===== src/source/pinmux_pkg.sv =====
// Fixed pin map for the 23 Arduino pads of ports B, C and D
// PC7 has no pad, so its GPIO bit (15) is never stored and always reads 0
package pinmux_pkg;

  // --------------------
  // Widths
  // --------------------
  localparam int PAD_W   = 23;
  localparam int GPIO_W  = 24;
  localparam int STRAP_W = 6;
  localparam int PWM_N   = 6;
  localparam int WS_N    = 4;
  localparam int CS_N    = 4;
  localparam int REG_DW  = 32;
  localparam int REG_AW  = 2;

  typedef logic [PAD_W-1:0]   pad_vec_t;
  // Port B in 7:0, port C in 15:8, port D in 23:16
  typedef logic [GPIO_W-1:0]  gpio_vec_t;
  typedef logic [STRAP_W-1:0] strap_t;
  typedef logic [REG_DW-1:0]  reg_data_t;
  typedef logic [REG_AW-1:0]  reg_addr_t;

  // --------------------
  // Function word layout
  // --------------------
  localparam int FS_PWM_LSB  = 0;   // 6 bits
  localparam int FS_INT_LSB  = 6;   // 2 bits
  localparam int FS_UART_LSB = 8;   // 2 bits
  localparam int FS_SPIM     = 10;
  localparam int FS_CS_LSB   = 11;  // 4 bits
  localparam int FS_I2C      = 15;

  // Register map
  localparam reg_addr_t ADDR_DIR  = 2'd0;  // 1 = output
  localparam reg_addr_t ADDR_TYPE = 2'd1;  // 1 = WS281x
  localparam reg_addr_t ADDR_FUNC = 2'd2;
  localparam reg_addr_t ADDR_CTRL = 2'd3;  // bit 0 strap pad control

  // Storable GPIO bits, PC7 excluded
  localparam gpio_vec_t GPIO_MASK = 24'hFF_7FFF;

  // GPIO bit owned by each pad, p0 first
  localparam int PAD_GPIO_IDX [PAD_W] = '{
    14, 16, 17, 18, 19, 20,  6,  7, 21, 22, 23,  0,
     1,  2,  3,  4,  5,  8,  9, 10, 11, 12, 13
  };

  // Strap pads
  localparam int STRAP_PAD0 = 2;
  localparam int STRAP_PAD1 = 5;
  localparam int STRAP_PAD2 = 8;
  localparam int STRAP_PAD3 = 12;
  localparam int STRAP_PAD4 = 13;
  localparam int STRAP_PAD5 = 16;

  localparam pad_vec_t STRAP_MASK =
    (pad_vec_t'(1) << STRAP_PAD0) | (pad_vec_t'(1) << STRAP_PAD1) |
    (pad_vec_t'(1) << STRAP_PAD2) | (pad_vec_t'(1) << STRAP_PAD3) |
    (pad_vec_t'(1) << STRAP_PAD4) | (pad_vec_t'(1) << STRAP_PAD5);

endpackage


===== src/source/pinmux_cfg_regs.sv =====
// Plain write strobe, no handshake; new values take effect from the next cycle
// Read-back is combinational on reg_addr_i
`timescale 1ns/1ps

module pinmux_cfg_regs
  import pinmux_pkg::*;
(
  input  logic      mclk,
  input  logic      rst_i,
  input  logic      reg_wr_i,
  input  reg_addr_t reg_addr_i,
  input  reg_data_t reg_wdata_i,
  output reg_data_t reg_rdata_o,
  output gpio_vec_t cfg_dir_o,
  output gpio_vec_t cfg_type_o,
  output reg_data_t cfg_func_o,
  output logic      cfg_strap_ctrl_o
);

  gpio_vec_t dir_q;
  gpio_vec_t type_q;
  reg_data_t func_q;
  logic      strap_ctrl_q;

  // --------------------
  // Register write
  // --------------------
  always_ff @(posedge mclk) begin
    if (rst_i) begin
      dir_q        <= '0;
      type_q       <= '0;
      func_q       <= '0;
      // Strap pads held as inputs out of reset
      strap_ctrl_q <= 1'b1;
    end else if (reg_wr_i) begin
      case (reg_addr_i)
        ADDR_DIR:  dir_q        <= reg_wdata_i[GPIO_W-1:0] & GPIO_MASK;
        ADDR_TYPE: type_q       <= reg_wdata_i[GPIO_W-1:0] & GPIO_MASK;
        ADDR_FUNC: func_q       <= reg_wdata_i;
        ADDR_CTRL: strap_ctrl_q <= reg_wdata_i[0];
        default: ;
      endcase
    end
  end

  // --------------------
  // Read-back mux
  // --------------------
  always_comb begin
    reg_rdata_o = '0;
    case (reg_addr_i)
      ADDR_DIR:  reg_rdata_o = {{(REG_DW-GPIO_W){1'b0}}, dir_q};
      ADDR_TYPE: reg_rdata_o = {{(REG_DW-GPIO_W){1'b0}}, type_q};
      ADDR_FUNC: reg_rdata_o = func_q;
      ADDR_CTRL: reg_rdata_o = {{(REG_DW-1){1'b0}}, strap_ctrl_q};
      default:   reg_rdata_o = '0;
    endcase
  end

  // To both routers
  assign cfg_dir_o        = dir_q;
  assign cfg_type_o       = type_q;
  assign cfg_func_o       = func_q;
  assign cfg_strap_ctrl_o = strap_ctrl_q;

endmodule


===== src/source/pinmux_in_route.sv =====
// Purely combinational; disabled peripheral inputs sit at their idle level
// UART RXD idles high, all other inputs idle low
`timescale 1ns/1ps

module pinmux_in_route
  import pinmux_pkg::*;
(
  input  pad_vec_t   pad_in_i,
  input  reg_data_t  cfg_func_i,
  output gpio_vec_t  gpio_in_o,
  output strap_t     strap_o,
  output logic [1:0] uart_rxd_o,
  output logic [1:0] ext_intr_o,
  output logic       spim_mosi_o,
  output logic       i2cm_data_o_in,
  output logic       i2cm_clk_o_in
);

  logic [1:0] int_enb;
  logic [1:0] uart_enb;
  logic       spim_enb;
  logic       i2cm_enb;

  // Only the enables with an input path
  assign int_enb  = cfg_func_i[FS_INT_LSB +: 2];
  assign uart_enb = cfg_func_i[FS_UART_LSB +: 2];
  assign spim_enb = cfg_func_i[FS_SPIM];
  assign i2cm_enb = cfg_func_i[FS_I2C];

  // --------------------
  // GPIO and straps
  // --------------------
  // Pads scattered back into port order, PC7 left at 0
  always_comb begin
    gpio_in_o = '0;
    for (int p = 0; p < PAD_W; p++) begin
      gpio_in_o[PAD_GPIO_IDX[p]] = pad_in_i[p];
    end
  end

  // Sampled regardless of strap control
  assign strap_o = {pad_in_i[STRAP_PAD5], pad_in_i[STRAP_PAD4],
                    pad_in_i[STRAP_PAD3], pad_in_i[STRAP_PAD2],
                    pad_in_i[STRAP_PAD1], pad_in_i[STRAP_PAD0]};

  // --------------------
  // Peripheral inputs
  // --------------------
  always_comb begin
    uart_rxd_o     = 2'b11;
    ext_intr_o     = 2'b00;
    spim_mosi_o    = 1'b0;
    i2cm_data_o_in = 1'b0;
    i2cm_clk_o_in  = 1'b0;

    // PD0 RXD0
    if (uart_enb[0]) begin
      uart_rxd_o[0] = pad_in_i[1];
    end

    // PD2 shared by RXD1 and INT0, UART has priority
    if (uart_enb[1]) begin
      uart_rxd_o[1] = pad_in_i[3];
    end else if (int_enb[0]) begin
      ext_intr_o[0] = pad_in_i[3];
    end

    // PD3 INT1
    if (int_enb[1]) begin
      ext_intr_o[1] = pad_in_i[4];
    end

    // PB3 MOSI
    if (spim_enb) begin
      spim_mosi_o = pad_in_i[14];
    end

    // PC4 SDA, PC5 SCL
    if (i2cm_enb) begin
      i2cm_data_o_in = pad_in_i[21];
      i2cm_clk_o_in  = pad_in_i[22];
    end
  end

endmodule


===== src/source/pinmux_out_route.sv =====
// Purely combinational; oen is active low, idle pads are inputs driving 0
// Strap control forces oen high on strap pads, out still follows the chain
`timescale 1ns/1ps

module pinmux_out_route
  import pinmux_pkg::*;
(
  input  gpio_vec_t        cfg_dir_i,
  input  gpio_vec_t        cfg_type_i,
  input  reg_data_t        cfg_func_i,
  input  logic             cfg_strap_ctrl_i,
  input  gpio_vec_t        gpio_out_i,
  input  logic [PWM_N-1:0] pwm_wfm_i,
  input  logic [WS_N-1:0]  ws_txd_i,
  input  logic [1:0]       uart_txd_i,
  input  logic             spim_sck_i,
  input  logic             spim_miso_i,
  input  logic [CS_N-1:0]  spim_ssn_i,
  input  logic             i2cm_data_i,
  input  logic             i2cm_data_oen_i,
  input  logic             i2cm_clk_i,
  input  logic             i2cm_clk_oen_i,
  output pad_vec_t         pad_out_o,
  output pad_vec_t         pad_oen_o
);

  logic [PWM_N-1:0] pwm_enb;
  logic [1:0]       int_enb;
  logic [1:0]       uart_enb;
  logic             spim_enb;
  logic [CS_N-1:0]  cs_enb;
  logic             i2cm_enb;
  pad_vec_t         pad_dir;   // Per pad, in pad order
  pad_vec_t         pad_ws;
  pad_vec_t         pad_gpio;
  pad_vec_t         out_c;
  pad_vec_t         oen_c;

  assign pwm_enb  = cfg_func_i[FS_PWM_LSB +: PWM_N];
  assign int_enb  = cfg_func_i[FS_INT_LSB +: 2];
  assign uart_enb = cfg_func_i[FS_UART_LSB +: 2];
  assign spim_enb = cfg_func_i[FS_SPIM];
  assign cs_enb   = cfg_func_i[FS_CS_LSB +: CS_N];
  assign i2cm_enb = cfg_func_i[FS_I2C];

  // Gather port-ordered GPIO config into pad order
  always_comb begin
    for (int p = 0; p < PAD_W; p++) begin
      pad_dir[p]  = cfg_dir_i[PAD_GPIO_IDX[p]];
      pad_ws[p]   = cfg_type_i[PAD_GPIO_IDX[p]];
      pad_gpio[p] = gpio_out_i[PAD_GPIO_IDX[p]];
    end
  end

  // Tail of every chain, {out, oen}
  function automatic logic [1:0] ws_gpio(input logic ws_en, input logic ws_bit,
                                         input logic dir_en, input logic gpio_bit);
    logic [1:0] r;
    r = 2'b01;
    if (ws_en) begin
      r = {ws_bit, 1'b0};
    end else if (dir_en) begin
      r = {gpio_bit, 1'b0};
    end
    return r;
  endfunction

  always_comb begin
    out_c = '0;
    oen_c = '1;

    // --------------------
    // Port D
    // --------------------
    // PD0, RXD0 keeps it an input
    if (!uart_enb[0]) begin
      {out_c[1], oen_c[1]} = ws_gpio(pad_ws[1], ws_txd_i[0], pad_dir[1], pad_gpio[1]);
    end
    // PD1 TXD0
    if (uart_enb[0]) begin
      {out_c[2], oen_c[2]} = {uart_txd_i[0], 1'b0};
    end else begin
      {out_c[2], oen_c[2]} = ws_gpio(pad_ws[2], ws_txd_i[0], pad_dir[2], pad_gpio[2]);
    end
    // PD2, INT0 keeps it an input
    if (!int_enb[0]) begin
      {out_c[3], oen_c[3]} = ws_gpio(pad_ws[3], ws_txd_i[0], pad_dir[3], pad_gpio[3]);
    end
    // PD3, PWM0 over INT1
    if (pwm_enb[0]) begin
      {out_c[4], oen_c[4]} = {pwm_wfm_i[0], 1'b0};
    end else if (!int_enb[1]) begin
      {out_c[4], oen_c[4]} = ws_gpio(pad_ws[4], ws_txd_i[1], pad_dir[4], pad_gpio[4]);
    end
    // PD4 TXD1
    if (uart_enb[1]) begin
      {out_c[5], oen_c[5]} = {uart_txd_i[1], 1'b0};
    end else begin
      {out_c[5], oen_c[5]} = ws_gpio(pad_ws[5], ws_txd_i[1], pad_dir[5], pad_gpio[5]);
    end
    // PD5 and PD6, PWM over chip select
    if (pwm_enb[1]) begin
      {out_c[8], oen_c[8]} = {pwm_wfm_i[1], 1'b0};
    end else if (cs_enb[3]) begin
      {out_c[8], oen_c[8]} = {spim_ssn_i[3], 1'b0};
    end else begin
      {out_c[8], oen_c[8]} = ws_gpio(pad_ws[8], ws_txd_i[2], pad_dir[8], pad_gpio[8]);
    end
    if (pwm_enb[2]) begin
      {out_c[9], oen_c[9]} = {pwm_wfm_i[2], 1'b0};
    end else if (cs_enb[2]) begin
      {out_c[9], oen_c[9]} = {spim_ssn_i[2], 1'b0};
    end else begin
      {out_c[9], oen_c[9]} = ws_gpio(pad_ws[9], ws_txd_i[2], pad_dir[9], pad_gpio[9]);
    end
    // PD7
    {out_c[10], oen_c[10]} = ws_gpio(pad_ws[10], ws_txd_i[2], pad_dir[10], pad_gpio[10]);

    // --------------------
    // Port B
    // --------------------
    // PB6, PB7, PB0 plain
    {out_c[6], oen_c[6]} = ws_gpio(pad_ws[6], ws_txd_i[1], pad_dir[6], pad_gpio[6]);
    {out_c[7], oen_c[7]} = ws_gpio(pad_ws[7], ws_txd_i[1], pad_dir[7], pad_gpio[7]);
    {out_c[11], oen_c[11]} = ws_gpio(pad_ws[11], ws_txd_i[2], pad_dir[11], pad_gpio[11]);
    // PB1 and PB2, PWM over chip select
    if (pwm_enb[3]) begin
      {out_c[12], oen_c[12]} = {pwm_wfm_i[3], 1'b0};
    end else if (cs_enb[1]) begin
      {out_c[12], oen_c[12]} = {spim_ssn_i[1], 1'b0};
    end else begin
      {out_c[12], oen_c[12]} = ws_gpio(pad_ws[12], ws_txd_i[3], pad_dir[12], pad_gpio[12]);
    end
    if (pwm_enb[4]) begin
      {out_c[13], oen_c[13]} = {pwm_wfm_i[4], 1'b0};
    end else if (cs_enb[0]) begin
      {out_c[13], oen_c[13]} = {spim_ssn_i[0], 1'b0};
    end else begin
      {out_c[13], oen_c[13]} = ws_gpio(pad_ws[13], ws_txd_i[3], pad_dir[13], pad_gpio[13]);
    end
    // PB3, MOSI input wins over PWM5
    if (!spim_enb) begin
      if (pwm_enb[5]) begin
        {out_c[14], oen_c[14]} = {pwm_wfm_i[5], 1'b0};
      end else begin
        {out_c[14], oen_c[14]} = ws_gpio(pad_ws[14], ws_txd_i[3], pad_dir[14], pad_gpio[14]);
      end
    end
    // PB4 MISO, PB5 SCK without WS281x
    if (spim_enb) begin
      {out_c[15], oen_c[15]} = {spim_miso_i, 1'b0};
      {out_c[16], oen_c[16]} = {spim_sck_i, 1'b0};
    end else begin
      {out_c[15], oen_c[15]} = ws_gpio(pad_ws[15], ws_txd_i[3], pad_dir[15], pad_gpio[15]);
      {out_c[16], oen_c[16]} = ws_gpio(1'b0, 1'b0, pad_dir[16], pad_gpio[16]);
    end

    // --------------------
    // Port C
    // --------------------
    {out_c[0], oen_c[0]} = ws_gpio(pad_ws[0], ws_txd_i[0], pad_dir[0], pad_gpio[0]);
    // PC0..PC3 plain GPIO
    for (int p = 17; p <= 20; p++) begin
      {out_c[p], oen_c[p]} = ws_gpio(1'b0, 1'b0, pad_dir[p], pad_gpio[p]);
    end
    // PC4 SDA, PC5 SCL, open drain handled by the I2C master oen
    if (i2cm_enb) begin
      {out_c[21], oen_c[21]} = {i2cm_data_i, i2cm_data_oen_i};
      {out_c[22], oen_c[22]} = {i2cm_clk_i, i2cm_clk_oen_i};
    end else begin
      {out_c[21], oen_c[21]} = ws_gpio(1'b0, 1'b0, pad_dir[21], pad_gpio[21]);
      {out_c[22], oen_c[22]} = ws_gpio(1'b0, 1'b0, pad_dir[22], pad_gpio[22]);
    end
  end

  assign pad_out_o = out_c;
  // Strap override on oen only
  assign pad_oen_o = cfg_strap_ctrl_i ? (oen_c | STRAP_MASK) : oen_c;

endmodule


===== src/source/pinmux_top.sv =====
// Register block plus two combinational routers, no shared bus
// cfg_pwm_enb_o feeds the external PWM block
`timescale 1ns/1ps

module pinmux_top
  import pinmux_pkg::*;
(
  input  logic             mclk,
  input  logic             rst_i,
  // Register write and read-back
  input  logic             reg_wr_i,
  input  reg_addr_t        reg_addr_i,
  input  reg_data_t        reg_wdata_i,
  output reg_data_t        reg_rdata_o,
  // Pads
  input  pad_vec_t         pad_in_i,
  output pad_vec_t         pad_out_o,
  output pad_vec_t         pad_oen_o,
  output strap_t           strap_o,
  // GPIO
  output gpio_vec_t        gpio_in_o,
  input  gpio_vec_t        gpio_out_i,
  // PWM and WS281x
  output logic [PWM_N-1:0] cfg_pwm_enb_o,
  input  logic [PWM_N-1:0] pwm_wfm_i,
  input  logic [WS_N-1:0]  ws_txd_i,
  // UART and interrupts
  input  logic [1:0]       uart_txd_i,
  output logic [1:0]       uart_rxd_o,
  output logic [1:0]       ext_intr_o,
  // SPI master
  input  logic             spim_sck_i,
  input  logic             spim_miso_i,
  input  logic [CS_N-1:0]  spim_ssn_i,
  output logic             spim_mosi_o,
  // I2C master
  input  logic             i2cm_data_i,
  input  logic             i2cm_data_oen_i,
  input  logic             i2cm_clk_i,
  input  logic             i2cm_clk_oen_i,
  output logic             i2cm_data_in_o,
  output logic             i2cm_clk_in_o
);

  gpio_vec_t cfg_dir;
  gpio_vec_t cfg_type;
  reg_data_t cfg_func;
  logic      cfg_strap_ctrl;

  assign cfg_pwm_enb_o = cfg_func[FS_PWM_LSB +: PWM_N];

  pinmux_cfg_regs u_cfg_regs (
    .mclk             (mclk),
    .rst_i            (rst_i),
    .reg_wr_i         (reg_wr_i),
    .reg_addr_i       (reg_addr_i),
    .reg_wdata_i      (reg_wdata_i),
    .reg_rdata_o      (reg_rdata_o),
    .cfg_dir_o        (cfg_dir),
    .cfg_type_o       (cfg_type),
    .cfg_func_o       (cfg_func),
    .cfg_strap_ctrl_o (cfg_strap_ctrl)
  );

  // Pad to peripheral
  pinmux_in_route u_in_route (
    .pad_in_i       (pad_in_i),
    .cfg_func_i     (cfg_func),
    .gpio_in_o      (gpio_in_o),
    .strap_o        (strap_o),
    .uart_rxd_o     (uart_rxd_o),
    .ext_intr_o     (ext_intr_o),
    .spim_mosi_o    (spim_mosi_o),
    .i2cm_data_o_in (i2cm_data_in_o),
    .i2cm_clk_o_in  (i2cm_clk_in_o)
  );

  // Peripheral to pad
  pinmux_out_route u_out_route (
    .cfg_dir_i        (cfg_dir),
    .cfg_type_i       (cfg_type),
    .cfg_func_i       (cfg_func),
    .cfg_strap_ctrl_i (cfg_strap_ctrl),
    .gpio_out_i       (gpio_out_i),
    .pwm_wfm_i        (pwm_wfm_i),
    .ws_txd_i         (ws_txd_i),
    .uart_txd_i       (uart_txd_i),
    .spim_sck_i       (spim_sck_i),
    .spim_miso_i      (spim_miso_i),
    .spim_ssn_i       (spim_ssn_i),
    .i2cm_data_i      (i2cm_data_i),
    .i2cm_data_oen_i  (i2cm_data_oen_i),
    .i2cm_clk_i       (i2cm_clk_i),
    .i2cm_clk_oen_i   (i2cm_clk_oen_i),
    .pad_out_o        (pad_out_o),
    .pad_oen_o        (pad_oen_o)
  );

endmodule


===== config.mk =====
export PLATFORM = sky130hd
export DESIGN_NAME = pinmux_top
export DESIGN_NICKNAME = d
export VERILOG_FILES = /design/src/source/pinmux_pkg.sv /design/src/source/pinmux_cfg_regs.sv /design/src/source/pinmux_in_route.sv /design/src/source/pinmux_out_route.sv /design/src/source/pinmux_top.sv
export SDC_FILE = /design/constraint.sdc
export NUM_CORES = 1
export LEC_CHECK = 0
export BUFFER_PORTS_ARGS = -buffer_cell sky130_fd_sc_hd__buf_2
export CORE_MARGIN = 3
export CORE_UTILIZATION = 42
export CTS_BUF_LIST = sky130_fd_sc_hd__clkbuf_4 sky130_fd_sc_hd__clkbuf_8
export CTS_CLUSTER_DIAMETER = 100
export DETAILED_ROUTE_END_ITERATION = 6
export PLACE_DENSITY = 0.76
export SYNTH_ARGS = -nofsm -noshare
export SYNTH_HDL_FRONTEND = slang
export SYNTH_SLANG_ARGS = --single-unit

===== constraint.sdc =====
create_clock -name mclk -period 1.08 [get_ports mclk]
set_clock_uncertainty 0.1 [all_clocks]
set_input_delay 0.162 -clock mclk [delete_from_list [all_inputs] [get_ports mclk]]
set_output_delay 0.162 -clock mclk [all_outputs]
set_load 0.05 [all_outputs]

Yosys cells after proc, flatten, opt, wreduce, memory -nomap -nowiden
Cells that the tools add are included.
{"block": "op_classes", "reduce_logical": 5, "n_eq_ne": 3, "mux": 85}
{"operator": "32-bit case mux with 4 select lines", "n": 1}
{"operator": "2-bit two-way mux", "n": 43}
{"operator": "1-bit two-way mux", "n": 40}
{"operator": "17-bit two-way mux", "n": 1}
{"operator": "2-bit AND reduction", "n": 4}
{"operator": "2-bit == test, second input constant", "n": 2}
{"operator": "2-bit by 1-bit == test with 1-bit output, second input constant", "n": 1}
{"operator": "2-bit zero test", "n": 1}
{"block": "word_totals", "out_inout_bits": 121, "word_cells": 97, "inputBits": 106, "reg_bits": 79}

Depth between registers and ports, before layout
Gate-level depths: netlist of run 1.
{"block": "depth", "ltp_word": 5, "mapped_depth": 6, "mapped_depth_nobuf": 3}

By module
Synthesis of run 1 repeated with hierarchy kept, for this count alone.
{"block": "hier_totals", "cells_unflattened": 505, "area_unflattened_um2": 4623.2}
{"module": "pinmux_cfg_regs", "n_inst": 1, "cells_each": 364, "seq_area_each_um2": 1581.5, "area_per_inst_um2": 3777.4}
{"module": "pinmux_out_route", "n_inst": 1, "cells_each": 103, "seq_area_each_um2": 0.0, "area_per_inst_um2": 570.5}
{"module": "pinmux_in_route", "n_inst": 1, "cells_each": 38, "seq_area_each_um2": 0.0, "area_per_inst_um2": 275.3}

Worst setup path after synthesis of run 1
OpenSTA, ideal clock, no wires.
{"block": "synth_path", "kind": "register to output", "from": "register u_cfg_regs.type_q[1] (netlist: u_cfg_regs.cfg_type_o[1])", "to": "output port pad_oen_o[12]", "t_required_ns": 0.818, "slack_ns": -1.207, "t_arrival_ns": 2.025, "path_buffers": 0, "stages_incl_launch_ff": 2, "path_cell_list": "dfxtp_1 o41ai_1"}
{"block": "synth_between", "elab_chain_len": 4}
{"item": "start: declaration", "line": "pinmux_cfg_regs.sv:21", "source": "gpio_vec_t type_q;"}
{"item": "start signal: assignment", "line": "pinmux_cfg_regs.sv:38", "source": "ADDR_TYPE: type_q <= reg_wdata_i[GPIO_W-1:0] & GPIO_MASK;"}
{"item": "2-bit two-way mux", "line": "pinmux_out_route.sv:60", "source": "if (ws_en) begin"}
{"item": "1-bit two-way mux", "line": "pinmux_out_route.sv:129", "source": "end else if (cs_enb[1]) begin"}
{"item": "1-bit two-way mux", "line": "pinmux_out_route.sv:127", "source": "if (pwm_enb[3]) begin"}
{"item": "17-bit two-way mux", "line": "pinmux_out_route.sv:178", "source": "assign pad_oen_o = cfg_strap_ctrl_i ? (oen_c | STRAP_MASK) : oen_c;"}
{"item": "end: declaration", "line": "pinmux_top.sv:18", "source": "output pad_vec_t pad_oen_o,"}
Every way passes these cells.

Final worst setup path of run 1
{"block": "layout_path", "from": "register u_cfg_regs.type_q[20] (netlist: u_cfg_regs.cfg_type_o[20])", "to": "output port pad_out_o[5]"}
{"block": "layout_between", "elab_chain_len": 2}
{"item": "2-bit two-way mux", "line": "pinmux_out_route.sv:60"}
{"item": "1-bit two-way mux", "line": "pinmux_out_route.sv:96", "source": "if (uart_enb[1]) begin"}
{"item": "end: declaration", "line": "pinmux_top.sv:17", "source": "output pad_vec_t pad_out_o,"}
Every way passes these cells.

==> impl_metrics.json, run 1 <==
{
  "status": "finished, violations left",
  "violations": "negative setup slack",
  "worst_r2r_path_depth": 2,
  "ys.warnings.count": 0,
  "ys_seq_elements": 79,
  "fp-row-count": 35,
  "grt_overflow": 0,
  "numCtsBuffers": 9,
  "fin_tns_setup_ns": -34.96,
  "r2r_end": "u_cfg_regs.cfg_type_o[18]$_SDFFE_PP0P_",
  "ant_nets": 0,
  "slowest_delay_ns": 0.38,
  "critPathKind": "reg2out",
  "ir_drop_mv": 0.8240,
  "die_area_um2": 11310,
  "clk_latency_ns": 0.38,
  "crit_path_max_fanout": 3,
  "drtPass1Iterations": 6,
  "finalMaxSlewViolations": 0,
  "grt_pass1_wl_um": 32300,
  "vias": 6049,
  "clock.fmax_mhz": 595.7,
  "crit_chain": "and3b_1, a21oi_2, o21ai_4, buf_6",
  "syn-cell-area_um2": 4228,
  "clockBufferDepth": 2,
  "die_h_um": 106.3,
  "layout.nets": 957,
  "grt.busiest_layer": "met2",
  "setup-violations-final": 98,
  "final_hold_viol_count": 0,
  "wirelength_um": 24570,
  "yosys-top-cells-area": "dfxtp_1, nand2_1, a21oi_1, buf_4, mux2i_1",
  "combPwrFrac_pct": 31.0,
  "setup_ws_ns": -0.5987,
  "finalWeightedCongestion": 0.8256,
  "crit_path_end": "pad_out_o[5]",
  "crit_arrival_ns": 1.42,
  "antenna_found_initial": 0,
  "hp-class": "in2reg",
  "grtUsageTotal_pct": 36.68,
  "cts_tree": "done",
  "drive_above_1_share_pct": 62.38,
  "fillers": 324,
  "use_met1_pct": 38.30,
  "critical_path.slowest_cell": "dfxtp_4",
  "switching_share_pct": 35.97,
  "min_period_ns": 1.679,
  "drv_cap": 0,
  "synth_top_area_share_pct": 37.41,
  "cp-start-kind": "register",
  "core_area_um2": 9503,
  "r2r_start": "u_cfg_regs.cfg_type_o[18]$_SDFFE_PP0P_",
  "ys_types": 30,
  "detail_route.wl_per_cell_um": 24.95,
  "finalCritPeriodShare_pct": 155.4,
  "grt_pass1_vias": 6074,
  "rsz0062_at_grt": "yes",
  "critPathCaptureType": "output pin",
  "cts-root-buf": "clkbuf_8",
  "leakagePower_nw": 3.520,
  "clockPowerShare_pct": 30.5,
  "drc": 0,
  "dpl.hpwl_um": 11150,
  "ys_seq_area_share_pct": 37.41,
  "pwr-share-seq_pct": 38.5,
  "grt_max_degree": 29,
  "cp-startpoint": "u_cfg_regs.cfg_type_o[20]$_SDFFE_PP0P_",
  "synth_cells": 591,
  "p_int_mw": 5.169,
  "htree_levels": 3,
  "dieWidth_um": 106.3,
  "groute.layer.met3.usage_pct": 7.711,
  "cp.required_ns": 0.82,
  "start_util_pct": 44.49,
  "holdWs_ns": 0.03349,
  "cts.sink_count": 79,
  "drt-initial-drc-count": 720,
  "syn_nets": 697,
  "r2r_slack_ns": -0.13,
  "synth_area_per_cell_um2": 7.154,
  "areaGrowthSynthToFinish_pct": 106.3,
  "io_buffers": 184,
  "n_antenna_cell": 0,
  "p_switching_mw": 2.904,
  "io_pins": 227,
  "p_per_area_nw_per_um2": 925.7,
  "yosysTopAreaCell": "dfxtp_1",
  "cts.clk_slew.worst_paths_ns": 0.10,
  "use_met2_pct": 66.79,
  "detail_route.vias_per_cell": 6.141
}
## synth_stat cells
cell      instances
nor4_1            1
mux4_2            1
buf_2            10
nand3_1           1
nand2_1         213
o41ai_1           3
mux2i_1          24
clkbuf_1         14
or3b_1            1
nand3b_1          3
buf_6             2
a221oi_1          1
and3b_1           6
o21bai_1          2
nor2_1           12
nor3b_4           1
a21oi_1          83
conb_1            1
buf_4            47
nor2b_1           5
nor3_1            3
o21ai_0          45
a22o_1            1
and2_1           17
dfxtp_1          79
nand2b_1          2
o31a_1            4
or2_2             1
inv_1             6
o31ai_1           2
## metal layers
layer / wire length (µm) / up-vias
met3: 2748 / 236
met4: 2169 / 0
met5: 0 / -
met1: 7697 / 2787
met2: 11960 / 584
li1: - / 2442
## repair_timing
action,4_1_cts,5_1_grt
gates cloned,1,0
endpoints found under the setup margin,107,119
hold buffers,32,0
endpoints found under the hold margin,78,0
resized for setup,436,84
buffers inserted,14,29
pin swaps,23,29
## worst max-delay path: cells and delay by family, from the launching register on
kind	cells	cell delay, ns
buffers and inverters	1	0.17
and+or+nand+nor	1	0.27
AOI/OAI and AO/OA	2	0.21
DFF	1	0.38
## flip-flops by register name, summed over array words and instances (netlist names)
name and count:
u_cfg_regs.cfg_func_o 32, u_cfg_regs.cfg_type_o 23, u_cfg_regs.cfg_dir_o 23, u_cfg_regs.cfg_strap_ctrl_o 1
## final cells by class
| type | count | area [µm²] | share of cell area [%] |
|---|---|---|---|
| multi-input cells | 433 | 3317 | 38.03 |
| repair buffers | 322 | 3214 | 36.86 |
| flip-flops and latches | 79 | 1787 | 20.49 |
| well taps | 129 | 161.4 | 1.851 |
| clock buffers | 10 | 137.6 | 1.578 |
| clock inverters | 6 | 67.56 | 0.7747 |
| inverters | 6 | 36.28 | 0.4161 |
## layout by cell type (no fill, tap or decap), types with 9 or more instances in the layout
cell type      count
a21oi_1           79
and2_4            17
buf_12            14
buf_2             91
buf_4             29
buf_6            107
buf_8             49
clkbuf_8          10
dfxtp_1            9
dfxtp_2           23
dfxtp_4           47
dlygate4sd3_1     32
mux2i_4           23
nand2_1          183
nand2_2           21
nand2_4            9
o21ai_4           36
## logic make-up (layout without fill, tap and decap cells)
family	Yosys count	after routing	synth area share [%]
AOI/OAI and AO/OA	141	141	17.73
and+or+nand+nor	266	266	26.72
other	1	1	0.08870
DFF	79	79	37.41
muxes	25	25	6.215
buffers and inverters	79	344	11.84
## worst min-delay path by stage
stage,startpoint,endpoint,slack [ns],depth (start not counted)
after global routing,rst_i,u_cfg_regs.cfg_func_o[31]$_SDFFE_PP0P_,0.06,2
after floorplan,reg_wdata_i[6],u_cfg_regs.cfg_func_o[6]$_SDFFE_PP0P_,0.19,2
final,rst_i,u_cfg_regs.cfg_func_o[31]$_SDFFE_PP0P_,0.03,2
after global placement,pad_in_i[6],gpio_in_o[6],0.22,0
after detailed placement,pad_in_i[6],gpio_in_o[6],0.22,0
after CTS,rst_i,u_cfg_regs.cfg_func_o[31]$_SDFFE_PP0P_,0.03,2
## metrics by stage
stage	utilization [%]	instance area [µm²]	total power, mW	setup slack (ns)	std cells
after floorplan	-	5015	4.564	-0.2489	591
after global placement	65.19	6195	4.871	-0.3759	899
after detailed placement	65.19	6195	4.908	-0.4054	899
after CTS	87.23	8289	7.649	-0.5465	962
after global routing	91.77	8721	8.221	-0.6177	985
final	91.77	8721	8.073	-0.5987	985
## power by group through the flow
stage	combinational, mW	sequential, mW	clock (mW)
after floorplan	1.38	3.18	0
after global placement	1.67	3.20	0
after detailed placement	1.70	3.20	0
after CTS	2.24	3.10	2.31
after global routing	2.57	3.12	2.53
final	2.50	3.11	2.46
No activity file was read; power rests on OpenSTA's default activity.
==> inputs of run 2 (changes only) <==
CORE_UTILIZATION = 45   (was 42)
PLACE_DENSITY = 0.77   (was 0.76)
clock period = 1.7 ns   (was 1.08 ns; I/O delays follow)
==> impl_metrics.json, run 2 (synthesis gave the netlist of run 1 again) <==
{
  "drtPass1Iterations": 4,
  "cp-start-kind": "register",
  "n_antenna_cell": 0,
  "cts_tree": "done",
  "r2r_start": "u_cfg_regs.cfg_func_o[12]$_SDFFE_PP0P_",
  "clock.fmax_mhz": 589.9,
  "post_dp_cell_area_um2": 5179,
  "antenna_found_initial": 0,
  "whs_endpoint": "u_cfg_regs.cfg_func_o[15]$_SDFFE_PP0P_",
  "crit_arrival_ns": 1.34,
  "die_h_um": 102.9,
  "grt_pass1_wl_um": 20330,
  "critical_path_buf_inv_count": 1,
  "cts.clk_slew.worst_paths_ns": 0.08,
  "leakagePower_nw": 2.435,
  "largest_register_ffs": 32,
  "drt-initial-drc-count": 169,
  "hp-class": "in2reg",
  "wirelength_um": 13800,
  "setup_ws_ns": 0.004742,
  "htree_levels": 3,
  "finalMaxSlewViolations": 0,
  "vias": 4498,
  "ir_drop_mv": 0.3543,
  "layout.nets": 844,
  "grt_max_degree": 40,
  "drive_above_1_share_pct": 40.38,
  "dieWidth_um": 102.9,
  "detail_route.wl_per_cell_um": 16.21,
  "drc": 0,
  "final_common_cell": "nand2_1",
  "io_pins": 227,
  "grt_overflow": 0,
  "cts-root-buf": "clkbuf_8",
  "min_period_ns": 1.695,
  "slowest_delay_ns": 0.49,
  "io_buffers": 184,
  "p_per_area_nw_per_um2": 796.3,
  "crit_path_max_fanout": 3,
  "die_area_um2": 10590,
  "critPathCaptureType": "output pin",
  "worst_r2r_path_depth": 3,
  "grt_pass1_vias": 4110,
  "worst_path_dominant_cell_family": "multiplexers",
  "setup-violations-final": 0,
  "clk_latency_ns": 0.34,
  "core_area_um2": 8934,
  "fin_util_pct": 63.95,
  "detail_route.vias_per_cell": 5.286,
  "total_power_mw": 4.549,
  "r2r_end": "u_cfg_regs.cfg_func_o[12]$_SDFFE_PP0P_",
  "rsz0062_at_grt": "yes",
  "crit_chain": "mux4_2, buf_8",
  "start_util_pct": 47.32,
  "holdCritStartpoint": "reg_wdata_i[15]",
  "r2r_slack_ns": 0.84,
  "final_cell_mix": "nand2_1, buf_2, a21oi_1",
  "place_ws_ns": 0.03779,
  "finalCritPeriodShare_pct": 99.72,
  "clockBufferDepth": 2,
  "grtUsageTotal_pct": 24.50,
  "drv_cap": 0,
  "dpl.hpwl_um": 9818,
  "critical_path.slowest_cell": "mux4_2",
  "holdWs_ns": 0.04419,
  "ant_nets": 0,
  "numCtsBuffers": 9,
  "final_hold_viol_count": 0,
  "critPathKind": "reg2out",
  "worstHoldPathCells": 3,
  "finalWeightedCongestion": 0.8052,
  "status": "finished, final reports clean",
  "cp.required_ns": 1.34,
  "areaGrowthSynthToFinish_pct": 35.13,
  "ctsHoldBuffers": 0,
  "postLayoutCellArea_um2": 5713,
  "fp-row-count": 34,
  "cts.sink_count": 79
}
[run 2: changes by cell type in the layout (fill, tap and decap cells not counted), moves of 32 or more]
cell | previous run | this run
buf_2 | 91 | 150
buf_6 | 107 | 12
buf_8 | 49 | 1
dfxtp_1 | 9 | 46
dfxtp_4 | 47 | 7
dlygate4sd3_1 | 32 | 0
o21ai_4 | 36 | 0
[run 2: timing repair]
| action | 4_1_cts | 5_1_grt |
|---|---|---|
| setup endpoints to repair | 28 | 32 |
| setup buffers | 3 | 4 |
| gates resized for setup | 44 | 62 |
| pin swaps | 0 | 4 |
| endpoints found under the hold margin | 0 | 0 |
[run 2: worst max-delay path by stage]
stage	start	to	slack (ns)	depth (start not counted)
floorplan	reg_addr_i[1]	reg_rdata_o[3]	-0.32	2
global placement	reg_addr_i[1]	reg_rdata_o[14]	0.05	6
detailed placement	reg_addr_i[1]	reg_rdata_o[13]	0.04	6
CTS	u_cfg_regs.cfg_func_o[0]$_SDFFE_PP0P_	reg_rdata_o[0]	-0.01	2
global route	u_cfg_regs.cfg_type_o[3]$_SDFFE_PP0P_	pad_out_o[14]	-0.03	3
finish	u_cfg_regs.cfg_strap_ctrl_o$_SDFFE_PP1P_	reg_rdata_o[0]	0.005	2
[run 2: metrics by stage]
step | cells | TNS [ns]
2_1_floorplan | 591 | -0.6786
3_3_place_gp | 828 | 0
3_5_place_dp | 828 | 0
4_1_cts | 847 | -0.01798
5_1_grt | 851 | -0.1234
6_report | 851 | 0
[run 2: layout make-up]
type	instances	area, µm²
fill	803	3221
clock inverter	5	80.08
sequential	79	1640
tap	108	135.1
multi-input combinational	433	2346
timing repair buffer	209	1334
clock buffer	11	151.4
inverter	6	26.28
[run 2: per-layer routing]
metal	vias up	global-route usage, %	part of all wire [%]
met3	13	4.195	7.5
met2	184	43.71	51
met4	0	6.076	0.84
li1	2217	-	-
met5	-	0	0
met1	2084	30.56	40
[run 2: report_power, final]
part           switching, mW  internal [mW]  leakage [nW]
Combinational          0.643          0.324          1.67
Clock                  0.695          0.905         0.112
Sequential            0.0745           1.91         0.658
Total                   1.41           3.14          2.44
[run 2: tightest hold or removal path: stages]
cell,delay (ns)
buf_2,0.09
nand2_1,0.05
a21oi_1,0.05
==> inputs of run 3 (changes only) <==
MAX_ROUTING_LAYER = met4   (was default)
==> impl_metrics.json, run 3 (synthesis gave the netlist of run 1 again) <==
{
  "worst_r2r_path_depth": 3,
  "place_ws_ns": 0.03779,
  "drt-initial-drc-count": 192,
  "cts.clk_slew.worst_paths_ns": 0.08,
  "finalCritPeriodShare_pct": 99.59,
  "grt_max_degree": 40,
  "fin_tns_setup_ns": 0,
  "crit_arrival_ns": 1.34,
  "status": "finished, final reports clean",
  "start_util_pct": 47.32,
  "r2r_start": "u_cfg_regs.cfg_func_o[12]$_SDFFE_PP0P_",
  "holdWs_ns": 0.04523,
  "whs_endpoint": "u_cfg_regs.cfg_func_o[15]$_SDFFE_PP0P_",
  "leakagePower_nw": 2.435,
  "clock.fmax_mhz": 590.6,
  "wirelength_um": 13820,
  "io_pins": 227,
  "critPathCaptureType": "output pin",
  "core_area_um2": 8934,
  "areaGrowthSynthToFinish_pct": 35.13,
  "detail_route.wl_per_cell_um": 16.24,
  "grt_pass1_wl_um": 20330,
  "drc": 0,
  "r2r_end": "u_cfg_regs.cfg_func_o[12]$_SDFFE_PP0P_",
  "detail_route.vias_per_cell": 5.262,
  "clockBufferDepth": 2,
  "total_power_mw": 4.549,
  "antenna_found_initial": 0,
  "final_common_cell": "nand2_1",
  "clk_latency_ns": 0.34,
  "htree_levels": 3,
  "holdCritStartpoint": "reg_wdata_i[15]",
  "die_area_um2": 10590,
  "finalMaxSlewViolations": 0,
  "cp.required_ns": 1.34,
  "vias": 4478,
  "io_buffers": 184,
  "hp-class": "in2reg",
  "grt_pass1_vias": 4106,
  "ir_drop_mv": 0.3551,
  "critical_path.slowest_cell": "mux4_2",
  "finalWeightedCongestion": 0.8170,
  "crit_chain": "mux4_2, buf_8",
  "setup_ws_ns": 0.006931,
  "dp.cells": 828,
  "numCtsBuffers": 9,
  "critPathKind": "reg2out",
  "final_hold_viol_count": 0,
  "drive_above_1_share_pct": 40.38,
  "cts_tree": "done",
  "n_antenna_cell": 0,
  "worstHoldPathCells": 3,
  "die_h_um": 102.9,
  "fp-row-count": 34,
  "drtPass1Iterations": 5,
  "crit_path_max_fanout": 3,
  "rsz0062_at_grt": "yes",
  "cts-root-buf": "clkbuf_8",
  "drv_cap": 0,
  "r2r_slack_ns": 0.84,
  "cts.sink_count": 79,
  "min_period_ns": 1.693,
  "grtUsageTotal_pct": 25.26,
  "largest_register_ffs": 32,
  "slowest_delay_ns": 0.49,
  "dieWidth_um": 102.9,
  "dpl.hpwl_um": 9818,
  "p_per_area_nw_per_um2": 796.3,
  "ant_nets": 0,
  "stdcell_count": 851,
  "grt_overflow": 0,
  "setup-violations-final": 0,
  "cp-start-kind": "register",
  "final_cell_mix": "nand2_1, buf_2, a21oi_1",
  "layout.nets": 844
}
[run 3: where the power goes]
| group | internal [mW] | total (mW) | switching [mW] | leakage [nW] |
|---|---|---|---|---|
| Clock | 0.905 | 1.60 | 0.695 | 0.112 |
| Sequential | 1.91 | 1.98 | 0.0745 | 0.658 |
| Combinational | 0.324 | 0.967 | 0.643 | 1.67 |
[run 3: metrics by stage]
stage / util (%) / instance area, µm²
after global placement: 57.97 / 5179
after floorplan: - / 4388
after detailed placement: 57.97 / 5179
after CTS: 61.97 / 5537
after global routing: 63.95 / 5713
final: 63.95 / 5713
[run 3: layout make-up]
type / instances / area, µm²
fillers: 803 / 3221
multi-input cells: 433 / 2346
flip-flops and latches: 79 / 1640
repair buffers: 209 / 1334
clock buffers: 11 / 151.4
well taps: 108 / 135.1
clock inverters: 5 / 80.08
inverters: 6 / 26.28
[run 3: worst max-delay path: cells and delay by family, from the launching register on]
family / cells / cell delay, ns
flops: 1 / 0.35
mux: 1 / 0.49
buf+inv: 1 / 0.17
[run 3: timing repair]
item	in CTS	in global routing
hold buffers	0	0
buffers inserted	3	4
gates cloned	0	0
resized for setup	44	62
setup endpoints to repair	28	32
pin swaps	0	4
[run 3: worst max-delay path by stage]
stage	slack, ns	to	cells past startpoint	startpoint
2_1_floorplan	-0.32	reg_rdata_o[3]	2	reg_addr_i[1]
3_3_place_gp	0.05	reg_rdata_o[14]	6	reg_addr_i[1]
3_5_place_dp	0.04	reg_rdata_o[13]	6	reg_addr_i[1]
4_1_cts	-0.01	reg_rdata_o[0]	2	u_cfg_regs.cfg_func_o[0]$_SDFFE_PP0P_
5_1_grt	-0.03	pad_out_o[14]	3	u_cfg_regs.cfg_type_o[3]$_SDFFE_PP0P_
6_report	0.007	reg_rdata_o[0]	2	u_cfg_regs.cfg_strap_ctrl_o$_SDFFE_PP1P_
[run 3: metal layers]
layer | track usage, % | up-vias | wire length, µm
met4 | 6.076 | 0 | 91
met5 | - | - | 0
met3 | 3.518 | 10 | 1051
met1 | 31.01 | 2058 | 5506
li1 | - | 2218 | -
met2 | 43.76 | 192 | 7168
